==> config.mk <==
export PLATFORM = sky130hd
export DESIGN_NAME = int_ctrl
export DESIGN_NICKNAME = d
export VERILOG_FILES = /design/src/logic/soc_pkg.sv /design/src/logic/int_ctrl.sv
export VERILOG_INCLUDE_DIRS = /design/src /design/src/logic
export SDC_FILE = /design/constraint.sdc
export NUM_CORES = 1
export LEC_CHECK = 0
export BUFFER_PORTS_ARGS = -buffer_cell sky130_fd_sc_hd__buf_2
export CAP_MARGIN = 10
export CORE_MARGIN = 2
export CORE_UTILIZATION = 26
export DETAILED_ROUTE_END_ITERATION = 6
export GPL_ROUTABILITY_DRIVEN = 0
export GPL_TIMING_DRIVEN = 0
export HOLD_SLACK_MARGIN = 0.08
export PLACE_DENSITY = 0.76
export SYNTH_ARGS = -nofsm -noshare
export SYNTH_HDL_FRONTEND = slang
export SYNTH_SLANG_ARGS = --single-unit
export TNS_END_PERCENT = 30
==> constraint.sdc <==
create_clock -name clk120mhz -period 1.9 [get_ports clk120mhz]
set_clock_uncertainty 0.1 [all_clocks]
set_input_delay 0.57 -clock clk120mhz [delete_from_list [all_inputs] [get_ports clk120mhz]]
set_output_delay 0.57 -clock clk120mhz [all_outputs]
set_load 0.1 [all_outputs]
==> src/logic/soc_cfg.svh <==
// Configuration macros for the bus fabric and the system-control devices.
// Include this header wherever a width, slot index, device ID or count is
// needed. The package that holds the shared types includes it as well.

`ifndef SOC_CFG_SVH
`define SOC_CFG_SVH

// one data word and a word address
`define SOC_ARCH_BITS 32
`define SOC_ADDR_BITS 30

// slot select sits just above the 4 KB window
`define SOC_SLOT_BITS 2
`define SOC_WINDOW_WORDS_LOG2 10

// slot indices as seen by the router
`define SOC_SLOT_DEVTBL 0
`define SOC_SLOT_INTCTRL 1
`define SOC_SLOT_RAM 2
`define SOC_SLOT_INVALID 3

// device IDs reported by the device table
`define SOC_ID_DEVTBL 7
`define SOC_ID_INTCTRL 3
`define SOC_ID_RAM 1
`define SOC_ID_INVALID 0

// interrupt controller and scratch RAM sizing
`define SOC_INT_SRC_COUNT 2
`define SOC_RAM_WORDS_LOG2 8

// all ones is loaded into the reset counter on a reset request
`define SOC_RST_CNT_BITS 4

`endif

==> src/logic/soc_pkg.sv <==
// Shared types for the peripheral bus.
// Holds the word, address, byte-select and slot vector types, the bus
// operation encoding and the request/response structs that travel between
// the master, the router and every slave. Import with soc_pkg::*.

`default_nettype none

`include "soc_cfg.svh"

package soc_pkg;

	typedef logic [`SOC_ARCH_BITS-1:0] word_t;
	typedef logic [`SOC_ADDR_BITS-1:0] waddr_t;
	typedef logic [`SOC_ARCH_BITS/8-1:0] bsel_t;
	typedef logic [`SOC_SLOT_BITS-1:0] slot_t;

	// RW returns the old word and writes the new one
	typedef enum logic [1:0] {
		PI1_NOP = 2'b00,
		PI1_WR = 2'b01,
		PI1_RD = 2'b10,
		PI1_RW = 2'b11
	} pi1_op_e;

	// held stable by the master until rdy is seen
	typedef struct packed {
		pi1_op_e op;
		waddr_t addr;
		word_t data;
		bsel_t sel;
	} pi1_req_t;

	// rdy is high for one cycle per request
	typedef struct packed {
		word_t data;
		logic rdy;
	} pi1_rsp_t;

endpackage

`default_nettype wire

==> src/logic/int_ctrl.sv <==
// Interrupt controller with edge-latched sources and one destination.
// A rising edge on a source sets its pending bit; intr_req_o is high while
// any pending source is enabled. An intr_ack_i pulse or a claim read clears
// the lowest-numbered pending enabled source.
// Offsets: 0 claim (read), 1 enable mask (read/write), 2 raw pending (read).

`default_nettype none

`include "soc_cfg.svh"

module int_ctrl
	import soc_pkg::*;
(
	input wire logic clk120mhz,
	input wire logic rst_i,
	input wire pi1_req_t req_i,
	output pi1_rsp_t rsp_o,
	input wire logic [`SOC_INT_SRC_COUNT-1:0] intr_src_i,
	input wire logic intr_ack_i,
	output logic intr_req_o
);

	localparam int IDX_BITS = (`SOC_INT_SRC_COUNT > 1) ? $clog2(`SOC_INT_SRC_COUNT) : 1;

	typedef logic [`SOC_INT_SRC_COUNT-1:0] src_vec_t;

	src_vec_t src_q, pending_q, enable_q, active, clear_vec;
	logic [IDX_BITS-1:0] best_idx;
	logic best_vld;
	logic [`SOC_WINDOW_WORDS_LOG2-1:0] offset;
	logic accept, is_write, claim_clr;
	logic rdy_q;
	word_t rd_word, rd_q;

	assign offset = req_i.addr[`SOC_WINDOW_WORDS_LOG2-1:0];
	assign accept = (req_i.op != PI1_NOP) && !rdy_q;
	assign is_write = (req_i.op == PI1_WR);
	assign active = pending_q & enable_q;

	// lowest-numbered active source wins
	always_comb begin
		best_idx = '0;
		best_vld = 1'b0;
		for (int i = `SOC_INT_SRC_COUNT - 1; i >= 0; i--) begin
			if (active[i]) begin
				best_idx = IDX_BITS'(i);
				best_vld = 1'b1;
			end
		end
	end

	assign claim_clr = accept && !is_write && offset == 0 && best_vld;
	assign clear_vec = ((claim_clr || intr_ack_i) && best_vld) ? src_vec_t'(1) << best_idx : '0;

	always_comb begin
		rd_word = '0;
		if (offset == 0 && best_vld)
			rd_word = word_t'(best_idx) | (word_t'(1) << (`SOC_ARCH_BITS - 1));
		else if (offset == 1)
			rd_word = word_t'(enable_q);
		else if (offset == 2)
			rd_word = word_t'(pending_q);
	end

	// previous source levels for edge detection
	always_ff @(posedge clk120mhz)
		src_q <= intr_src_i;

	always_ff @(posedge clk120mhz) begin
		if (rst_i) begin
			rdy_q <= 1'b0;
			pending_q <= '0;
			enable_q <= '0;
		end else begin
			rdy_q <= accept;
			pending_q <= (pending_q & ~clear_vec) | (intr_src_i & ~src_q);
			if (accept && is_write && offset == 1 && req_i.sel[0])
				enable_q <= req_i.data[`SOC_INT_SRC_COUNT-1:0];
		end
	end

	always_ff @(posedge clk120mhz) begin
		if (accept)
			rd_q <= rd_word;
	end

	assign rsp_o = '{data: rd_q, rdy: rdy_q};
	assign intr_req_o = |active;

	assert property (@(posedge clk120mhz) disable iff (rst_i) rsp_o.rdy |=> !rsp_o.rdy)
		else $error("int_ctrl rdy high two cycles in a row");

endmodule

`default_nettype wire

After elaboration in Yosys (flattened, before gate mapping)
Index checks and enable logic that the tools add are counted.
{"block": "totals", "wordCells": 40, "inputBits": 73, "mem_count": 0, "latchBits": 0, "ram_bits": 0, "reg_bits": 39, "romBits": 0, "out_inout_bits": 34}
{"block": "op_classes", "reduce_logical": 16, "n_addsub": 0, "bitwise_logic": 6, "n_div": 0, "mux": 7, "order_cmp": 0, "shift": 1, "multipliers": 0, "eq_ne": 3}
{"operator": "$eq A10 B1 Y1 const B", "count": 1}
{"operator": "$eq A10 B2 Y1 const B", "count": 1}
{"operator": "$logic_not A10 Y1", "count": 1}
{"operator": "$logic_and A1 B1 Y1", "count": 9}
{"operator": "$and A2 B2 Y2", "count": 3}
{"operator": "$mux W2", "count": 3}
{"operator": "$mux W1", "count": 4}
{"operator": "$not A2 Y2", "count": 2}
{"operator": "$reduce_or A2 Y1", "count": 2}
{"operator": "$eq A2 B1 Y1 const B", "count": 1}
{"operator": "$logic_not A1 Y1", "count": 2}
{"operator": "$or A2 B2 Y2", "count": 1}
{"operator": "$reduce_bool A2 Y1", "count": 1}
{"operator": "$shl A1 B1 Y2 const A", "count": 1}
{"operator": "$logic_or A1 B1 Y1", "count": 1}

Longest topological paths before layout
Gate-level depths: netlist of the first run.
{"block": "depth", "ltp_word": 11, "mapped_depth": 4, "ltp_nobuf": 4}

Worst setup path before layout of the first run
No wires, ideal clock.
{"block": "synth_path", "path_kind": "register to register", "from": "register pending_q[0]", "to": "register pending_q[0]", "path_stages_with_launch": 5, "n_path_buf": 0, "path_slack_ns": -0.110, "required_ns": 1.663, "setup_ns": 0.137, "synth_period_minus_slack_ns": 2.010, "arrival_ns": 1.773, "path_cell_list": "dfxtp_1 > a22o_1 > nand3_1 > o311ai_2 > o311ai_1"}
{"block": "synth_between", "elab_chain_len": 9, "word_cells_on_any_way": 11, "cone_classes": "shift: 1; mux: 3; bitwise: 4; reduce/logical: 3"}
{"item": "start: declaration", "line_no": "int_ctrl.sv:27", "source": "src_vec_t src_q, pending_q, enable_q, active, clear_vec;"}
{"item": "start signal: assignment", "line_no": "int_ctrl.sv:76", "source": "pending_q <= (pending_q & ~clear_vec) | (intr_src_i & ~src_q);"}
{"item": "$and A2 B2 Y2", "line_no": "int_ctrl.sv:38", "source": "assign active = pending_q & enable_q;"}
{"item": "$mux W1", "line_no": "int_ctrl.sv:45", "source": "if (active[i]) begin"}
{"item": "$logic_and A1 B1 Y1", "line_no": "int_ctrl.sv:52", "source": "assign claim_clr = accept && !is_write && offset == 0 && best_vld;"}
{"item": "$logic_or A1 B1 Y1", "line_no": "int_ctrl.sv:53", "source": "assign clear_vec = ((claim_clr || intr_ack_i) && best_vld) ? src_vec_t'(1) << best_idx : '0;"}
{"item": "$logic_and A1 B1 Y1", "line_no": "int_ctrl.sv:53"}
{"item": "$mux W2", "line_no": "int_ctrl.sv:53"}
{"item": "$not A2 Y2", "line_no": "int_ctrl.sv:76"}
{"item": "$and A2 B2 Y2 (*)", "line_no": "int_ctrl.sv:76"}
{"item": "$or A2 B2 Y2 (*)", "line_no": "int_ctrl.sv:76"}
Every way passes the cells marked *; elsewhere a longest branch is shown, timed or not.
A chain may end at the register's enable or synchronous reset.

Worst setup path in the final report of the first run
{"block": "layout_path", "from": "input port req_i[39] (netlist bit)", "to": "register pending_q[1]"}
{"block": "layout_between", "elab_chain_len": 9}
{"item": "start: declaration", "line_no": "int_ctrl.sv:16", "source": "input wire pi1_req_t req_i,"}
{"item": "$logic_not A10 Y1", "line_no": "int_ctrl.sv:52"}
{"item": "$logic_and A1 B1 Y1 (2 in a row)", "line_no": "int_ctrl.sv:52"}
{"item": "$logic_or A1 B1 Y1", "line_no": "int_ctrl.sv:53"}
{"item": "$logic_and A1 B1 Y1", "line_no": "int_ctrl.sv:53"}
{"item": "$mux W2", "line_no": "int_ctrl.sv:53"}
{"item": "$not A2 Y2", "line_no": "int_ctrl.sv:76"}
{"item": "$and A2 B2 Y2", "line_no": "int_ctrl.sv:76"}
{"item": "$or A2 B2 Y2", "line_no": "int_ctrl.sv:76"}
No other way between the ends.

==> run_results.csv, run 1 <==
group,metric,value,unit
clocking,clockRootBuffer,"clkbuf_4",
global_routing,grt_max_degree,9,
floorplan,dieArea,0.00324,sq mm
drt,drt_pass1_iterations,4,
worst_hold_path,hp-start,"intr_src_i[0]",
drt,avgRoutedWirePerCell,8.31,um
synthesis,netlist_area,728,sq um
synthesis,synthDominantCellAreaShare,30.9,%
critical_path,cp-start-kind,"input pin",
synthesis,netlist_instances,83,
synthesis,synth.avg_cell_area,8.77,sq um
drt,vias_per_cell,3.72,
layout,fillers,294,
place,dp_slack,-0.242,ns
critical_path,crit_fanout,5,
timing,finalCritPeriodShare,96.8,%
drt,antenna_left,0,
power,power,842,uW
layout,fin_nets,212,
clocking,clock_latency,0.27,ns
floorplan,die_y,56.9,um
synthesis,synth_seq_cells,10,
clocking,cts.sinks,10,
floorplan,die_w,56.9,um
power,power_density,814,mW/mm^2
layout,register_area,231,sq um
critical_path,crit_type,"input pin to flip-flop",
clocking,cts_made_buffers,3,
job,maxCapViolCount,0,
layout,mostFrequentLayoutCells,"buf_4 (31), conb_1 (29), buf_2 (21), nor2_1 (9), dfxtp_1 (6)",
place,port_buffers,23,
layout,final_common_cell,"buf_4",
drt,vias,629,
critical_path,rr_startpoint,"rdy_q",
floorplan,num_rows,19,
drt,remaining_drc_errors,0,
clocking,post_cts_buffers,0,
timing,rsz0062_at_grt,"false",
drt,drt-initial-drc-count,5,
timing,setup-tns-final,0,ns
outcome,outcome,"finished clean",
clocking,clock_path_buffers,2,
timing,hold_viol,0,
critical_path,worstPathArrival,1.89,ns
synthesis,yosysTopAreaCell,"buf_4",
critical_path,cp.required,1.95,ns
timing,fmax,544,MHz
timing,setup_viol,0,
global_routing,antenna_found_initial,0,
clocking,cts_tree,"yes",
clocking,clk_pin_slew_worst_paths,0.07,ns
global_routing,first_global_vias,531,
synthesis,yosysUniqueCellTypes,24,
timing,slew_viol_final,0,
power,leakage,0.000549,uW
timing,layout_min_cycle_time,1.84,ns
synthesis,seq_area_frac_synth,31.6,%
layout,insertedDiodeCount,0,
layout,drive_above_1_share,46.4,%
layout,multiInputGateArea,360,sq um
drt,route.final.wire_length,1410,um
floorplan,start_util,26.9,%
worst_hold_path,hp-class,"input pin to flip-flop",
global_routing,gr-usage-all-layers,9.48,%
layout,layoutNonFillerInstCount,169,
critical_path,crit_start,"req_i[39]",
place,dp_hpwl,1210,um
floorplan,io_pins,107,
power,ir_drop,0.343,mV
floorplan,core,0.00271,sq mm
global_routing,grt-ovfl-total,0,
place,place_inst,165,
layout,area_growth,42.1,%
global_routing,grt_pass1_wl,2280,um
synthesis,yosys_warnings,0,
clocking,cts.htree.levels,1,
layout,utilization,38.2,%
timing,layout_setup_ws,0.0612,ns
critical_path,cp-end-kind,"flip-flop",
synthesis,yosys-top-cells-area,"buf_4 (31%), dfxtp_1 (19%), edfxtp_1 (12%)",
==> Yosys cell counts <==
library cell,instances
buf_4,30
nor2_1,9
dfxtp_1,7
nand2_1,5
inv_1,4
a21oi_1,3
edfxtp_1,3
nand3_1,3
mux2i_1,2
o311ai_1,2
or4_4,2
a22o_1,1
a31oi_1,1
a32oi_1,1
clkbuf_1,1
conb_1,1
nand2b_1,1
nand3b_1,1
nor3_1,1
nor4_4,1
o211ai_1,1
o311ai_2,1
or2_4,1
or4bb_1,1
==> registers in the layout (all words and copies together), names as in the netlist <==
name and cells:
src_q 2, enable_q 2, rdy_q 1, rd_q 3, pending_q 2
==> repair_timing <==
item,4_1_cts,5_1_grt
hold buffers,0,0
resized for setup,2,2
setup endpoints to repair,2,1
==> through the flow <==
step           area (sq um)  hold WS (ns)
2_1_floorplan           835         0.378
3_3_place_gp            988         0.403
3_5_place_dp            988         0.413
4_1_cts                1030         0.306
5_1_grt                1030         0.291
6_report               1030         0.314
==> power by group <==
group / switching (uW) / leakage, uW / internal (uW) / total [uW]
sequential: 13.7 / 0.0000896 / 235 / 248
clock: 77.6 / 0.0000210 / 116 / 194
combinational: 326 / 0.000438 / 73.6 / 400
==> routing by layer <==
metal / track usage, % / routed length [um] / share of wire [%] / vias to the layer above
li1: - / - / - / 336
met2: 13.5 / 620 / 44 / 39
met1: 12.1 / 577 / 41 / 250
met5: 0 / 0 / 0 / -
met3: 3.46 / 181 / 13 / 4
met4: 5.98 / 26 / 1.9 / 0
==> kinds of logic (layout without fill, tap and decap cells) <==
group | after synthesis | in the layout | synth area share [%]
AO/OA/AOI/OAI | 10 | 10 | 11.0
AND/OR/NAND/NOR | 25 | 25 | 20.6
multiplexers | 2 | 2 | 2.75
buffers and inverters | 35 | 62 | 33.5
flip-flops | 10 | 10 | 31.6
other | 1 | 29 | 0.515
==> path summary, 6_finish.rpt <==
kind / end / slack, ns / cells after the start
max: pending_q[1] / 0.06 / 5
min reg2reg: pending_q[1] / 0.43 / 3
min: src_q[0] / 0.31 / 1
max reg2reg: enable_q[0] / 0.29 / 4
==> worst max-delay path, stage by stage <==
cell	delay, ns
buf_2	0.09
or4_4	0.54
or2_4	0.29
o311ai_1	0.31
nand2_1	0.08
==> layout make-up <==
cell class	instances	area share, %
multi-input cells	66	34.8
flip-flops and latches	10	22.4
plain buffers	31	22.1
repair buffers	23	12.0
well taps	31	3.75
clock buffers	4	3.51
inverters	4	1.45
Power figures use the tool's default switching activity.
==> run 2: changes to the inputs <==
CTS_BUF_LIST = sky130_fd_sc_hd__clkbuf_16   (was unset)
PLACE_DENSITY = 0.73   (was 0.76)
==> run_results.csv, run 2 (synthesized netlist as in run 1, its figures left out) <==
group,metric,value,unit
global_routing,grt_max_degree,9,
power,leakage,0.000565,uW
critical_path,worstPathArrival,1.87,ns
global_routing,grt_pass1_wl,2200,um
clocking,clk_pin_slew_worst_paths,0.04,ns
timing,finalCritPeriodShare,98.2,%
floorplan,num_rows,19,
power,power_frac_clock,36.6,%
drt,avgRoutedWirePerCell,7.85,um
floorplan,core,0.00271,sq mm
clocking,clock_path_buffers,2,
drt,vias,622,
layout,fin_nets,212,
power,comb_power_share,39.1,%
timing,rsz0062_at_grt,"true",
power,p_seq_share,24.3,%
layout,insertedDiodeCount,0,
power,power,1020,uW
timing,fmax,536,MHz
drt,vias_per_cell,3.68,
power,power_density,952,mW/mm^2
drt,drt-initial-drc-count,4,
worst_hold_path,hp-class,"input pin to flip-flop",
critical_path,cp-start-kind,"input pin",
critical_path,path_buf_inv,1,
drt,route.final.wire_length,1330,um
floorplan,io_pins,107,
timing,slew_viol_final,0,
layout,multiInputGateArea,360,sq um
timing,layout_min_cycle_time,1.86,ns
global_routing,antenna_found_initial,0,
place,port_buffers,23,
timing,hold_viol,0,
timing,setup_viol,0,
clocking,cts.htree.levels,1,
critical_path,cp_slowest_cell,"or4_4",
clocking,clockRootBuffer,"clkbuf_16",
critical_path,cp-end-kind,"flip-flop",
drt,drt_pass1_iterations,4,
clocking,cts_tree,"yes",
layout,area_growth,47.3,%
outcome,outcome,"finished clean",
floorplan,start_util,26.9,%
layout,top_register,"rd_q",
floorplan,dieArea,0.00324,sq mm
clocking,clock_latency,0.24,ns
global_routing,first_global_vias,551,
critical_path,worstPathCellList,"buf_2, or4_4, or2_4, o311ai_2, o311ai_1",
power,switching_share,42.8,%
layout,drive_above_1_share,44.9,%
critical_path,cp.required,1.91,ns
critical_path,crit_family,"simple AND/OR/NAND/NOR gates",
power,p_int,584,uW
global_routing,gr-usage-all-layers,8.77,%
layout,fillers,282,
timing,fin_hold_ws,0.348,ns
clocking,cts_made_buffers,3,
layout,final_common_cell,"buf_4",
power,ir_drop,0.552,mV
job,maxCapViolCount,0,
clocking,cts.sinks,10,
drt,antenna_left,0,
layout,mostFrequentLayoutCells,"buf_4 (31), conb_1 (29), buf_2 (21), nor2_1 (9), dfxtp_1 (7)",
drt,remaining_drc_errors,0,
floorplan,die_y,56.9,um
layout,largest_register_ffs,3,
layout,register_area,230,sq um
critical_path,crit_fanout,5,
global_routing,grt-ovfl-total,0,
critical_path,crit_type,"input pin to flip-flop",
power,switching_power,437,uW
floorplan,die_w,56.9,um
critical_path,critPathMaxStageDelay,0.54,ns
==> run 2: final cells by class <==
type                       instances  area share [%]
buffer                            31            21.4
sequential                        10            21.5
multi-input combinational         66            33.6
timing repair buffer              23            11.2
tap                               31            3.62
clock buffer                       3            7.00
clock inverter                     1           0.350
inverter                           4            1.40
==> run 2: power by group through the flow <==
stage	combinational [uW]	sequential, uW	clock [uW]
6_report	399	248	374
3_5_place_dp	397	251	0
5_1_grt	414	250	391
3_3_place_gp	395	251	0
4_1_cts	397	248	384
2_1_floorplan	335	280	0
==> run 2: per-stage QoR <==
step                      instances  area (sq um)  TNS, ns  utilization [%]  setup slack [ns]
after global routing            169          1070  -0.0273             39.6           -0.0273
after detailed placement        165           988   -0.774             36.5            -0.208
after floorplan                 111           835  -0.0774                -           -0.0391
final                           169          1070        0             39.6            0.0351
after CTS                       169          1070        0             39.5            0.0116
after global placement          165           988   -0.705             36.5            -0.206
==> run 2: repair_timing <==
item / 4_1_cts / 5_1_grt
setup endpoints to repair: 1 / 2
gates resized for setup: 1 / 1
buffers inserted: 0 / 0
hold buffers: 0 / 0
==> run 2: path summary, 6_finish.rpt <==
kind              slack [ns]  cells after the start            to     startpoint
setup / recovery        0.04                      5  pending_q[0]      req_i[39]
hold reg to reg         0.42                      3  pending_q[1]       src_q[1]
hold / removal          0.35                      1      src_q[1]  intr_src_i[1]
setup reg to reg        0.29                      4   enable_q[0]          rdy_q
==> run 2: metal layers <==
layer,track usage (%),up-vias,part of all wire (%)
li1,-,333,-
met1,9.37,246,39
met2,14.3,40,43
met3,3.92,3,15
met4,4.98,0,2.2
met5,0,-,0
==> run 2: worst reg2reg max path: stages, from the launching register on <==
cell and delay [ns]:
dfxtp_1 0.36, or4bb_1 0.54, nor4_4 0.21, mux2i_1 0.22, nor2_1 0.05
==> run 3: changes to the inputs <==
CORE_MARGIN = 5   (was 2)
SLEW_MARGIN = 40   (was unset)
==> run_results.csv, run 3 (synthesized netlist as in run 1, its figures left out) <==
group,metric,value,unit
critical_path,crit_end,"pending_q[0]",
worst_hold_path,whs_path_depth,1,
drt,avgRoutedWirePerCell,9.19,um
power,ir_drop,0.707,mV
clocking,cts_tree,"yes",
place,dp_slack,-0.215,ns
critical_path,cp-end-kind,"flip-flop",
timing,layout_min_cycle_time,1.89,ns
critical_path,crit_type,"input pin to flip-flop",
timing,fin_hold_ws,0.347,ns
global_routing,antenna_found_initial,0,
clocking,clockRootBuffer,"clkbuf_16",
layout,drive_above_1_share,44.9,%
layout,largest_register_ffs,3,
layout,top_register,"rd_q",
outcome,outcome,"finished clean",
power,power,1020,uW
critical_path,crit_fanout,5,
drt,route.final.wire_length,1550,um
drt,vias_per_cell,3.76,
layout,final_common_cell,"buf_4",
critical_path,cp.required,1.90,ns
critical_path,cp-start-kind,"input pin",
floorplan,die_w,62.9,um
global_routing,gr-usage-all-layers,8.24,%
layout,insertedDiodeCount,0,
layout,area_growth,47.3,%
clocking,clock_path_buffers,2,
floorplan,dieArea,0.00396,sq mm
drt,remaining_drc_errors,0,
global_routing,grt_max_degree,9,
floorplan,start_util,26.9,%
layout,mostFrequentLayoutCells,"buf_4 (32), conb_1 (29), buf_2 (21), nor2_1 (9), dfxtp_1 (7)",
timing,rsz0062_at_grt,"true",
timing,finalCritPeriodShare,99.4,%
place,port_buffers,23,
critical_path,r2r_cells,4,
clocking,ctsHoldBuffers,0,
job,maxCapViolCount,0,
global_routing,first_global_vias,688,
timing,hold_viol,0,
drt,antenna_left,0,
power,leakage,0.000565,uW
critical_path,crit_start,"req_i[39]",
floorplan,num_rows,19,
layout,utilization,39.6,%
timing,fmax,530,MHz
power,power_density,953,mW/mm^2
worst_hold_path,hp-class,"input pin to flip-flop",
floorplan,core,0.00271,sq mm
clocking,cts.sinks,10,
global_routing,grt-ovfl-total,0,
layout,fin_nets,212,
critical_path,rr_endpoint,"enable_q[0]",
floorplan,io_pins,107,
clocking,cts.htree.levels,1,
timing,setup-tns-final,0,ns
drt,drt-initial-drc-count,5,
timing,setup_viol,0,
clocking,clk_pin_slew_worst_paths,0.04,ns
critical_path,regToRegSetupSlack,0.30,ns
place,dp_hpwl,1370,um
critical_path,rr_startpoint,"rdy_q",
clocking,clock_latency,0.24,ns
timing,layout_setup_ws,0.0123,ns
floorplan,die_y,62.9,um
clocking,cts_made_buffers,3,
global_routing,grt_pass1_wl,2620,um
drt,drt_pass1_iterations,2,
clocking,post_cts_buffers,0,
drt,vias,636,
critical_path,worstPathArrival,1.89,ns
timing,slew_viol_final,0,
==> run 3: changes by cell type in the layout (fill, tap and decap cells not counted), sizes merged <==
cell,change
clkbuf,-1
buf,+1
==> run 3: critical path: stages <==
cell      delay, ns
buf_2          0.09
or4_4          0.54
or2_4          0.29
o311ai_2       0.24
o311ai_1       0.15
==> run 3: stage by stage <==
stage | area (sq um) | instances
6_report | 1070 | 169
5_1_grt | 1070 | 169
4_1_cts | 1070 | 169
3_5_place_dp | 988 | 165
3_3_place_gp | 988 | 165
2_1_floorplan | 835 | 111
==> run 3: timing repair <==
item                                    CTS  global route
pin swaps                                 0             0
resized for setup                         2             0
endpoints found under the setup margin    2             2
==> run 3: worst min path at each step <==
stage                              from           end  slack, ns
after floorplan            pending_q[1]  pending_q[1]       0.38
final                     intr_src_i[0]      src_q[0]       0.35
after global routing      intr_src_i[1]      src_q[1]       0.35
after CTS                 intr_src_i[0]      src_q[0]       0.34
after global placement         src_q[1]  pending_q[1]       0.41
after detailed placement   pending_q[1]  pending_q[1]       0.42
==> run 3: where the power goes <==
part	internal (uW)	switching, uW	total [uW]
registers	235	12.8	248
logic	73.6	327	401
clock network	276	97.8	374
total	585	438	1020
==> run 3: layout make-up <==
type | instances | area, sq um
clock buffers | 3 | 75.1
clock inverters | 1 | 3.75
inverters | 4 | 15.0
repair buffers | 23 | 120
plain buffers | 31 | 229
multi-input cells | 66 | 360
flip-flops and latches | 10 | 230
fillers | 290 | 1640
well taps | 31 | 38.8
==> run 3: routing by layer <==
layer | global-route usage, % | vias to the layer above | wire, um | share of wire (%)
li1 | - | 335 | - | -
met1 | 7.81 | 262 | 584 | 38
met2 | 13.7 | 35 | 743 | 48
met3 | 4.68 | 4 | 192 | 12
met4 | 4.77 | 0 | 32 | 2.1
met5 | 0 | - | 0 | 0
